### src/verilog/cache_geom_pkg.sv
// cache geometry
// address split, line layout, way metadata
`default_nettype none

package cache_geom_pkg;

    // data word and line shape
    localparam int word_w         = 32;
    localparam int words_per_line = 4;
    localparam int line_w         = word_w * words_per_line;

    // organisation, two ways over four sets
    localparam int num_ways = 2;
    localparam int num_sets = 4;

    // address field widths, 30-bit word address
    localparam int offset_w = 2;
    localparam int set_w    = 2;
    localparam int tag_w    = 26;

    typedef logic [word_w-1:0]   word_t;
    typedef logic [tag_w-1:0]    tag_t;
    typedef logic [set_w-1:0]    set_t;
    typedef logic [offset_w-1:0] offset_t;

    // processor word address, tag in the top bits
    typedef struct packed {
        tag_t    tag;
        set_t    set;
        offset_t offset;
    } proc_addr_t;

    // line address as seen by memory
    typedef struct packed {
        tag_t tag;
        set_t set;
    } line_addr_t;

    // one line, flat for memory transfer or split into words
    typedef union packed {
        logic [line_w-1:0]                flat;
        word_t [words_per_line-1:0]       words;
    } cache_line_u;

    // per-way state kept alongside the data
    typedef struct packed {
        logic valid;
        logic dirty;
        tag_t tag;
    } way_meta_t;

endpackage

`default_nettype wire

### src/verilog/cache_bus_pkg.sv
// cache port and controller types
`default_nettype none

package cache_bus_pkg;

    // processor side request, held while stalled
    typedef struct packed {
        logic                      read;
        logic                      write;
        cache_geom_pkg::proc_addr_t addr;
        cache_geom_pkg::word_t     wdata;
    } proc_req_t;

    // memory side request, one line per transfer
    typedef struct packed {
        logic                       read;
        logic                       write;
        cache_geom_pkg::line_addr_t  addr;
        cache_geom_pkg::cache_line_u wdata;
    } mem_req_t;

    // miss FSM states
    // request covers idle, hits and miss detection
    typedef enum logic [1:0] {
        request   = 2'd0,
        read_mem  = 2'd1,
        write_mem = 2'd2
    } ctrl_state_e;

    // lookup result for the current request
    typedef struct packed {
        logic                    hit0;
        logic                    hit1;
        cache_geom_pkg::set_t    set;
        cache_geom_pkg::offset_t offset;
        cache_geom_pkg::word_t   hit_word;
    } lookup_t;

endpackage

`default_nettype wire

### src/verilog/cache_lookup.sv
// tag compare and hit word select
`timescale 1ns/10ps
`default_nettype none

module cache_lookup (
    input  cache_bus_pkg::proc_req_t                                  proc_req,
    input  cache_geom_pkg::way_meta_t   [cache_geom_pkg::num_ways-1:0] meta,
    input  cache_geom_pkg::cache_line_u [cache_geom_pkg::num_ways-1:0] lines,
    output cache_bus_pkg::lookup_t                                    look
);

    // address fields of the current request
    cache_geom_pkg::tag_t    req_tag;
    cache_geom_pkg::set_t    req_set;
    cache_geom_pkg::offset_t req_offset;

    // per-way match, only valid ways count
    logic match0;
    logic match1;

    // candidate words from both ways
    cache_geom_pkg::word_t word0;
    cache_geom_pkg::word_t word1;

    assign req_tag    = proc_req.addr.tag;
    assign req_set    = proc_req.addr.set;
    assign req_offset = proc_req.addr.offset;

    // full 26-bit tag compare
    assign match0 = meta[0].valid && (meta[0].tag == req_tag);
    assign match1 = meta[1].valid && (meta[1].tag == req_tag);

    // word view of the union picks the offset
    assign word0 = lines[0].words[req_offset];
    assign word1 = lines[1].words[req_offset];

    always_comb begin
        look.hit0   = match0;
        look.hit1   = match1;
        look.set    = req_set;
        look.offset = req_offset;
        // a tag lives in at most one way of a set
        if (match1) begin
            look.hit_word = word1;
        end else begin
            look.hit_word = word0;
        end
    end

endmodule

`default_nettype wire

### src/verilog/cache_store.sv
// cache tag, state and data storage
`timescale 1ns/10ps
`default_nettype none

module cache_store (
    input  logic                                                      clk,
    input  logic                                                      proc_reset,
    input  cache_geom_pkg::set_t                                      set,
    // write hit command
    input  logic                                                      wr_hit,
    input  logic                                                      hit_way,
    input  cache_geom_pkg::offset_t                                   wr_offset,
    input  cache_geom_pkg::word_t                                     wdata,
    // fill command
    input  logic                                                      fill,
    input  cache_geom_pkg::tag_t                                      fill_tag,
    input  cache_geom_pkg::cache_line_u                               fill_line,
    input  logic                                                      fill_dirty,
    // addressed set, both ways
    output cache_geom_pkg::way_meta_t   [cache_geom_pkg::num_ways-1:0] meta,
    output cache_geom_pkg::cache_line_u [cache_geom_pkg::num_ways-1:0] lines
);

    // control state per set and way
    logic [cache_geom_pkg::num_ways-1:0] valid_q [cache_geom_pkg::num_sets];
    logic [cache_geom_pkg::num_ways-1:0] dirty_q [cache_geom_pkg::num_sets];

    // payload arrays
    cache_geom_pkg::tag_t        tag_q  [cache_geom_pkg::num_sets][cache_geom_pkg::num_ways];
    cache_geom_pkg::cache_line_u data_q [cache_geom_pkg::num_sets][cache_geom_pkg::num_ways];

    // stored word under the write hit
    cache_geom_pkg::word_t old_word;
    logic                  word_changed;

    assign old_word     = data_q[set][hit_way].words[wr_offset];
    assign word_changed = (old_word != wdata);

    // valid and dirty bits
    always_ff @(posedge clk) begin
        if (proc_reset) begin
            for (int s = 0; s < cache_geom_pkg::num_sets; s++) begin
                valid_q[s] <= '0;
                dirty_q[s] <= '0;
            end
        end else if (fill) begin
            // way 0 ages into way 1, new line becomes mru
            valid_q[set][1] <= valid_q[set][0];
            dirty_q[set][1] <= dirty_q[set][0];
            valid_q[set][0] <= 1'b1;
            dirty_q[set][0] <= fill_dirty;
        end else if (wr_hit && word_changed) begin
            // unchanged word leaves the line clean
            dirty_q[set][hit_way] <= 1'b1;
        end
    end

    // tags and line data
    always_ff @(posedge clk) begin
        if (fill) begin
            tag_q[set][1]  <= tag_q[set][0];
            data_q[set][1] <= data_q[set][0];
            tag_q[set][0]  <= fill_tag;
            data_q[set][0] <= fill_line;
        end else if (wr_hit) begin
            data_q[set][hit_way].words[wr_offset] <= wdata;
        end
    end

    // read views for the addressed set
    always_comb begin
        for (int w = 0; w < cache_geom_pkg::num_ways; w++) begin
            meta[w].valid = valid_q[set][w];
            meta[w].dirty = dirty_q[set][w];
            meta[w].tag   = tag_q[set][w];
            lines[w]      = data_q[set][w];
        end
    end

endmodule

`default_nettype wire

### src/verilog/cache_ctrl.sv
// miss FSM and memory port
`timescale 1ns/10ps
`default_nettype none

module cache_ctrl (
    input  logic                        clk,
    input  logic                        proc_reset,
    input  cache_bus_pkg::proc_req_t    proc_req,
    input  cache_bus_pkg::lookup_t      look,
    // way 1 of the addressed set
    input  cache_geom_pkg::way_meta_t   victim_meta,
    input  cache_geom_pkg::cache_line_u victim_line,
    // memory response
    input  cache_geom_pkg::cache_line_u mem_rdata,
    input  logic                        mem_ready,
    output cache_bus_pkg::mem_req_t     mem_req,
    output logic                        proc_stall,
    output cache_geom_pkg::word_t       proc_rdata,
    // store commands
    output logic                        wr_hit,
    output logic                        hit_way,
    output logic                        fill,
    output cache_geom_pkg::tag_t        fill_tag,
    output cache_geom_pkg::cache_line_u fill_line,
    output logic                        fill_dirty
);

    cache_bus_pkg::ctrl_state_e state_q;
    cache_bus_pkg::ctrl_state_e state_d;

    logic access;
    logic hit;
    logic write_back;

    // line addresses of the request and of the victim
    cache_geom_pkg::line_addr_t req_line_addr;
    cache_geom_pkg::line_addr_t victim_line_addr;

    assign access     = proc_req.read || proc_req.write;
    assign hit        = look.hit0 || look.hit1;
    // only a valid dirty victim needs writing back
    assign write_back = victim_meta.valid && victim_meta.dirty;

    assign req_line_addr.tag    = proc_req.addr.tag;
    assign req_line_addr.set    = look.set;
    assign victim_line_addr.tag = victim_meta.tag;
    assign victim_line_addr.set = look.set;

    assign hit_way = look.hit1;

    // read data mux, fetched word while filling
    assign proc_rdata = (state_q == cache_bus_pkg::read_mem) ?
                        mem_rdata.words[look.offset] : look.hit_word;

    // fill payload, write word merged into the fetched line
    always_comb begin
        fill_line = mem_rdata;
        if (proc_req.write) begin
            fill_line.words[look.offset] = proc_req.wdata;
        end
    end
    assign fill_tag   = proc_req.addr.tag;
    // write-miss line differs from memory
    assign fill_dirty = proc_req.write;

    // next state and outputs
    always_comb begin
        state_d    = state_q;
        mem_req    = '0;
        proc_stall = 1'b0;
        wr_hit     = 1'b0;
        fill       = 1'b0;
        case (state_q)
            cache_bus_pkg::request: begin
                if (access && hit) begin
                    // hits finish here, no stall
                    wr_hit = proc_req.write;
                end else if (access) begin
                    proc_stall = 1'b1;
                    if (write_back) begin
                        mem_req.write = 1'b1;
                        mem_req.addr  = victim_line_addr;
                        mem_req.wdata = victim_line;
                        state_d       = cache_bus_pkg::write_mem;
                    end else begin
                        mem_req.read = 1'b1;
                        mem_req.addr = req_line_addr;
                        state_d      = cache_bus_pkg::read_mem;
                    end
                end
            end
            cache_bus_pkg::write_mem: begin
                proc_stall = 1'b1;
                if (mem_ready) begin
                    // victim accepted, fetch starts now
                    mem_req.read = 1'b1;
                    mem_req.addr = req_line_addr;
                    state_d      = cache_bus_pkg::read_mem;
                end else begin
                    mem_req.write = 1'b1;
                    mem_req.addr  = victim_line_addr;
                    mem_req.wdata = victim_line;
                end
            end
            cache_bus_pkg::read_mem: begin
                // request held through the ready cycle
                mem_req.read = 1'b1;
                mem_req.addr = req_line_addr;
                proc_stall   = !mem_ready;
                if (mem_ready) begin
                    fill    = 1'b1;
                    state_d = cache_bus_pkg::request;
                end
            end
            default: begin
                state_d = cache_bus_pkg::request;
            end
        endcase
    end

    always_ff @(posedge clk) begin
        if (proc_reset) begin
            state_q <= cache_bus_pkg::request;
        end else begin
            state_q <= state_d;
        end
    end

endmodule

`default_nettype wire

### src/verilog/cache_top.sv
// two-way write-back data cache
`timescale 1ns/10ps
`default_nettype none

module cache_top (
    input  logic                        clk,
    input  logic                        proc_reset,
    // processor port
    input  cache_bus_pkg::proc_req_t    proc_req,
    output cache_geom_pkg::word_t       proc_rdata,
    output logic                        proc_stall,
    // memory port
    output cache_bus_pkg::mem_req_t     mem_req,
    input  cache_geom_pkg::cache_line_u mem_rdata,
    input  logic                        mem_ready
);

    cache_bus_pkg::lookup_t look;

    // addressed set from the store
    cache_geom_pkg::way_meta_t   [cache_geom_pkg::num_ways-1:0] meta;
    cache_geom_pkg::cache_line_u [cache_geom_pkg::num_ways-1:0] lines;

    // store commands
    logic                        wr_hit;
    logic                        hit_way;
    logic                        fill;
    cache_geom_pkg::tag_t        fill_tag;
    cache_geom_pkg::cache_line_u fill_line;
    logic                        fill_dirty;

    cache_lookup u_cache_lookup (
        .proc_req (proc_req),
        .meta     (meta),
        .lines    (lines),
        .look     (look)
    );

    // set index taken straight from the address
    cache_store u_cache_store (
        .clk        (clk),
        .proc_reset (proc_reset),
        .set        (proc_req.addr.set),
        .wr_hit     (wr_hit),
        .hit_way    (hit_way),
        .wr_offset  (proc_req.addr.offset),
        .wdata      (proc_req.wdata),
        .fill       (fill),
        .fill_tag   (fill_tag),
        .fill_line  (fill_line),
        .fill_dirty (fill_dirty),
        .meta       (meta),
        .lines      (lines)
    );

    // way 1 is always the victim
    cache_ctrl u_cache_ctrl (
        .clk         (clk),
        .proc_reset  (proc_reset),
        .proc_req    (proc_req),
        .look        (look),
        .victim_meta (meta[1]),
        .victim_line (lines[1]),
        .mem_rdata   (mem_rdata),
        .mem_ready   (mem_ready),
        .mem_req     (mem_req),
        .proc_stall  (proc_stall),
        .proc_rdata  (proc_rdata),
        .wr_hit      (wr_hit),
        .hit_way     (hit_way),
        .fill        (fill),
        .fill_tag    (fill_tag),
        .fill_line   (fill_line),
        .fill_dirty  (fill_dirty)
    );

endmodule

`default_nettype wire

### config.mk
export PLATFORM = sky130hd
export DESIGN_NAME = cache_top
export DESIGN_NICKNAME = d
export VERILOG_FILES = /design/src/verilog/cache_geom_pkg.sv /design/src/verilog/cache_bus_pkg.sv /design/src/verilog/cache_lookup.sv /design/src/verilog/cache_store.sv /design/src/verilog/cache_ctrl.sv /design/src/verilog/cache_top.sv
export SDC_FILE = /design/constraint.sdc
export NUM_CORES = 2
export LEC_CHECK = 0
export ABC_AREA = 1
export BUFFER_PORTS_ARGS = -buffer_cell sky130_fd_sc_hd__clkbuf_2
export CORE_ASPECT_RATIO = 0.9
export CORE_MARGIN = 2
export CORE_UTILIZATION = 25
export CTS_CLUSTER_SIZE = 20
export DETAILED_ROUTE_END_ITERATION = 10
export PLACE_DENSITY_LB_ADDON = 0.05
export SETUP_SLACK_MARGIN = 0.1
export SKIP_LAST_GASP = 1
export SYNTH_ARGS = -nofsm -noshare
export SYNTH_HDL_FRONTEND = slang
export SYNTH_SLANG_ARGS = --single-unit
export TNS_END_PERCENT = 30
### constraint.sdc
create_clock -name clk -period 13.3 [get_ports clk]
set_input_delay 0.665 -clock clk [delete_from_list [all_inputs] [get_ports clk]]
set_output_delay 0.665 -clock clk [all_outputs]
set_load 0.01 [all_outputs]
# Word-level counts from Yosys, hierarchy flattened
# Memory sizes are Yosys's and may differ from the RTL's.
# Cells that the tools add are included.
# totals
regBits	2
ram_bits	1248
input_bits	195
out_inout_bits	191
word_cells	618
memories	4
# op_classes
n_lt_le_gt_ge	6
n_eq_ne	9
muxes	324
bitwise	259
reduce_logical	15
# memory_table
name	depth	word_bits	read_ports	rd_ports_with_merged_regs	write_ports	line_no	rtl
u_cache_store.data_q	4	256	1	0	1	cache_store.sv:30	cache_geom_pkg::cache_line_u data_q [cache_geom_pkg::num_sets][cache_geom_pkg::num_ways];
u_cache_store.tag_q	4	52	1	0	1	cache_store.sv:29	cache_geom_pkg::tag_t tag_q [cache_geom_pkg::num_sets][cache_geom_pkg::num_ways];
u_cache_store.dirty_q	4	2	1	0	4	cache_store.sv:26	logic [cache_geom_pkg::num_ways-1:0] dirty_q [cache_geom_pkg::num_sets];
u_cache_store.valid_q	4	2	1	0	4	cache_store.sv:25	logic [cache_geom_pkg::num_ways-1:0] valid_q [cache_geom_pkg::num_sets];
# ops
cell	count
$mux 128	7
$mux 158	2
$mux 1	280
$or 1x1->1	258
$bmux 32 s2	4
$mux 256	1
$pmux 128 s2	1
$mux 32	7
$bwmux 128	1
$demux 128 s1	1
$pmux 28 s3	1
$demux 32 s2	1
$mux 28	2
$eq 26x26->1	2
$ne 32x32->1	1
$mux 2	11
$logic_and 1x1->1	8
$ne 2x2->1 const B	3
$pmux 1 s3	2
$pmux 2 s3	1
$reduce_and 4->1	1
$reduce_or 2->1	2
$lt 2x3->1 const B	1
$eq 2x1->1 const B	1
13 further kinds	14

# Longest topological paths before layout
# An unclocked memory read counts as a cell.
# depth
ltp_word	18
depth_mapped	30
mapped_depth_nobuf	28

# By module
# Synthesis repeated with hierarchy kept, for this count alone.
# hier_totals
hier_cells	6918
area_unflattened_um2	62229.7
# modules_own_cells
mod	instances	cells_each	area_per_inst_um2	seq_area_each_um2
cache_store	1	4980	52653.0	37475.9
cache_ctrl	1	1267	6311.1	40.0
cache_lookup	1	671	3265.6	0.0

# Worst setup path before layout
# Ideal clock, no wire load.
# synth_timing
kind	input to register
start	input proc_req[35] (netlist bit)
end	memory u_cache_store.data_q[0][128] (netlist bit) (enable)
setup_ns	0.432
t_arrival_ns	4.310
required_time_ns	12.868
slack_ns	8.558
cell_stages	18
path_buffers	5
cell_sequence	buf_4 > inv_2 > buf_6 > nor2_4 > buf_6 > buf_6 > buf_4 > a22oi_1 > nand2_1 > xor2_1 > nand2_1 > nor4_1 > nand3_1 > nand2_1 > nand2_1 > inv_1 > nand3_1 > a21oi_1
# synth_lines
item	line_no	rtl
from (decl)	cache_top.sv:9	input cache_bus_pkg::proc_req_t proc_req,
to (decl)	cache_store.sv:30	

==> run summary <==
Final hold violation count -> 0
Via-per-instance ratio -> 4.995
Starting density of the core -> 25.14%
Crit share post-route -> 55.62%
Inst Count DP -> 7871
Final max-slew violation count -> 0
Post-CTS Hold Buffers -> 0
Clock sink total -> 1250
Die area -> 221400 um2
Wirelength, routed -> 271.9 mm
Fraction of final layout cells with drive strength greater than 1 -> 15.35%
Commonest non-fill, non-tap cell in the layout -> sky130_fd_sc_hd__nand2_1
Fraction of power consumed by combinational cells -> 11.6%
Result of the run -> finished clean
Number of buffers added on ports -> 385
Upper clock frequency limit -> 0.1352 GHz
Total chip power -> 9.578 mW
Static leakage power -> 23.68 nW
Sequential cell area -> 37520 um2
Count of different cell masters after synthesis -> 42
Die Height -> 446.6 um
Number of detailed-routing iterations run before antenna repair -> 6
Number of antenna violations at the first check in global routing -> 22
Number of buffers inserted by post-CTS setup repair -> 0
Final Instance Count excl. Fillers -> 8154
Top flip-flop cell by instance count after synthesis -> sky130_fd_sc_hd__edfxtp_1
Global Route met2 Usage -> 37.15%
Endpoint of the worst hold path -> u_cache_store.tag_q[0][43]
Number of cells on the worst hold path -> 1
Cell-internal power -> 6.985 mW
Power share of the sequential group -> 46.7%
Clk_lat worst skew -> 0.80 ns
Number of max-cap violations -> 0
CP Max Fanout -> 100
Endpoints failing setup -> 0
Startpoint of the lowest-slack hold path -> proc_req[53]
Total area of multi-input combinational cells -> 15440 um2
Setup WS pre-CTS -> 5.622 ns
Total number of vias -> 40726
Share of synthesized area occupied by flip-flops and latches -> 68.95%
DRC Markers -> 0
Final Wtd Congestion -> 0.9405
Met1 layer usage reported by global route -> 34.31%
Power per standard cell area -> 148.0 nW/um2
Global-route wire length before repair -> 359.7 mm
Area share of the largest cell type after synthesis -> 68.87%
Smallest setup slack after layout -> 5.903 ns
Clock input transition at the sequential cells of the worst setup and hold paths -> 0.06 ns
Overall overflow remaining after global route -> 0
HPWL after detailed placement -> 189.9 mm
Area grow syn2layout -> 18.95%
Core Region -> 216500 um2
Global route hottest layer -> met2
Post-synthesis net count -> 4972
Layout Utilization -> 29.90%
Avg WL per Cell -> 33.35 um
Number of enable flip-flop cells after synthesis -> 1248
Synth area leaders -> sky130_fd_sc_hd__edfxtp_1 69%, sky130_fd_sc_hd__nand2_1 11%, sky130_fd_sc_hd__a22oi_1 6.3%
Number of nets with antenna violations after detailed routing -> 0
Number of buffers added by the clock tree synthesis step -> 148
Starting DRC count in detailed routing -> 3971
NumNets Final -> 5346
Setup repair after global routing missed its margin -> no
Critical R2R Launch -> u_cache_store.tag_q[0][14]
Average cell area after synthesis -> 11.39 um2
Required @ worst endpoint -> 12.64 ns
Slack of the worst reg-to-reg path -> 8.47 ns
Crit path largest cell delay -> 0.76 ns
Count of pins on the block boundary -> 386
CP Capture Type -> primary output
All-Layer GR Usage -> 23.99%
Commonest cells after routing, fill and taps aside -> 1530 x sky130_fd_sc_hd__nand2_1, 1248 x sky130_fd_sc_hd__edfxtp_1, 453 x sky130_fd_sc_hd__a22oi_1
Maximum number of buffers from clock root to sink -> 3
Slew @ Worst Pin -> 1.377 ns
Final clock skew -> 0.03099 ns
Maximum number of pins on one net before global-route repair -> 122
Depth of the most critical reg-to-reg path -> 26
Leading area contributor after synthesis -> sky130_fd_sc_hd__edfxtp_1
Yosys warning total -> 0
Met3 track demand over resource -> 3.122%
Number of placement rows -> 162
Number of instances in the synthesized netlist -> 4777
Minimum period implied by the final worst setup slack -> 7.397 ns
Number of levels in the clock H-tree -> 4
Worst IR Drop VDD -> 0.1040 mV
Worst setup path category -> in -> out
Crit start category -> primary input
HP Class -> in -> reg
Slew headroom -> 7.592%
Die span in x -> 495.8 um
Slowest cell on the critical path -> sky130_fd_sc_hd__buf_4
Sw frac -> 27.08%
Top cell by count, worst path -> sky130_fd_sc_hd__buf_4
R2R Path End -> u_cache_store.dirty_q[3][0]
Vias in the first global route -> 39065
Share of flip-flops with an asynchronous set or reset -> 0%
Chain of cells forming the critical path -> clkbuf_2 > buf_4 > inv_2 > nand2_2 > buf_4 > inv_8 > buf_4 > a22oi_1 > nand3_1 > xor2_1 > inv_1 > nand2_1 > nor4_1 > nand3_1 > nand4_1 > nand2_1 > inv_4 > buf_4 > a31oi_1 > clkbuf_2
CTS tree -> done
Post-Syn Area -> 54410 um2
Fill cell count -> 22395
FF+latch count, synth -> 1250
Root Buffer -> sky130_fd_sc_hd__clkbuf_16
Power share of the clock group -> 41.7%
Critical path arrival -> 6.73 ns
Total Neg Setup Slack -> 0 ns
Net Sw Power -> 2.593 mW
Number of instances resized during post-cts repair -> 0
## worst max-delay path: cells and delay by family
family                    cells  cell delay, ns
and+or+nand+nor               7            1.20
buffers and inverters        10            4.19
AOI/OAI and AO/OA             2            0.26
xor gates and xnor gates      1            0.10
## cell usage after synthesis (all sizes together) (4+ instances only)
library cell,n
buf,120
edfxtp,1248
a22o,10
mux2i,6
o2111ai,11
o211ai,5
nand2,1543
nor3,4
nand3,237
clkbuf,159
nand4,77
inv,158
nor4,4
o21ai,299
or2,18
o221ai,5
xor2,9
a21oi,146
a31oi,43
a22oi,453
and2,18
a221oi,20
nor2,167
## layer usage
layer	up-vias	routed length [um]
met5	-	27
met4	4	10210
met3	302	14350
met2	1408	122400
met1	20866	124900
li1	18146	-
## worst max path at each step
stage                     slack (ns)  cells past startpoint                           end         start
after floorplan                 8.56                     18  u_cache_store.data_q[0][128]  proc_req[35]
after global placement          5.80                     20                   mem_req[90]  proc_req[35]
after detailed placement        5.62                     20                   mem_req[79]  proc_req[35]
after CTS                       5.62                     20                   mem_req[79]  proc_req[35]
after global routing            5.41                     20                   mem_req[79]  proc_req[35]
final                           5.90                     20                   mem_req[79]  proc_req[35]
## flip-flops by register name (all words and copies together) (netlist names)
signal and cells:
u_cache_ctrl.state_q 2, u_cache_store.data_q 1024, u_cache_store.dirty_q 8, u_cache_store.tag_q 208, u_cache_store.valid_q 8
## per-stage QoR
step                area [um2]  hold slack [ns]
finish                   64720           0.1979
global route             64690           0.1672
CTS                      64690           0.1225
detailed placement       60040           0.5935
global placement         60020           0.5824
floorplan                54410           0.5461
## final cells by class
| type | count | share of cell area (%) |
|---|---|---|
| Antenna cell | 14 | 0.05413 |
| Clock buffer | 182 | 6.018 |
| Clock inverter | 87 | 1.166 |
| Inverter | 161 | 0.9627 |
| Multi-Input combinational cell | 3087 | 23.86 |
| Sequential cell | 1250 | 57.96 |
| Tap cell | 2870 | 5.548 |
| Timing Repair Buffer | 503 | 4.429 |
## power groups by stage
stage                     logic [mW]  registers [mW]  clock network (mW)
after floorplan                0.496            4.55                   0
after global placement          1.12            4.55                   0
after detailed placement        1.12            4.55                   0
after CTS                       1.12            4.47                4.08
after global routing            1.18            4.48                4.22
final                           1.11            4.47                3.99
## logic make-up (layout without fill, tap and decap cells)
kind of cell           count (synthesis)  after routing  share of synthesized area (%)
multiplexers                           6              6                         0.1104
flip-flops                          1250           1250                          68.95
buffers and inverters                440            933                          3.419
XOR/XNOR                               9              9                         0.1449
AND/OR/NAND/NOR                     2075           2075                          15.56
AO/OA/AOI/OAI                        997            997                          11.82
other                                  0             14                              0
No activity file was read; power rests on OpenSTA's default activity.
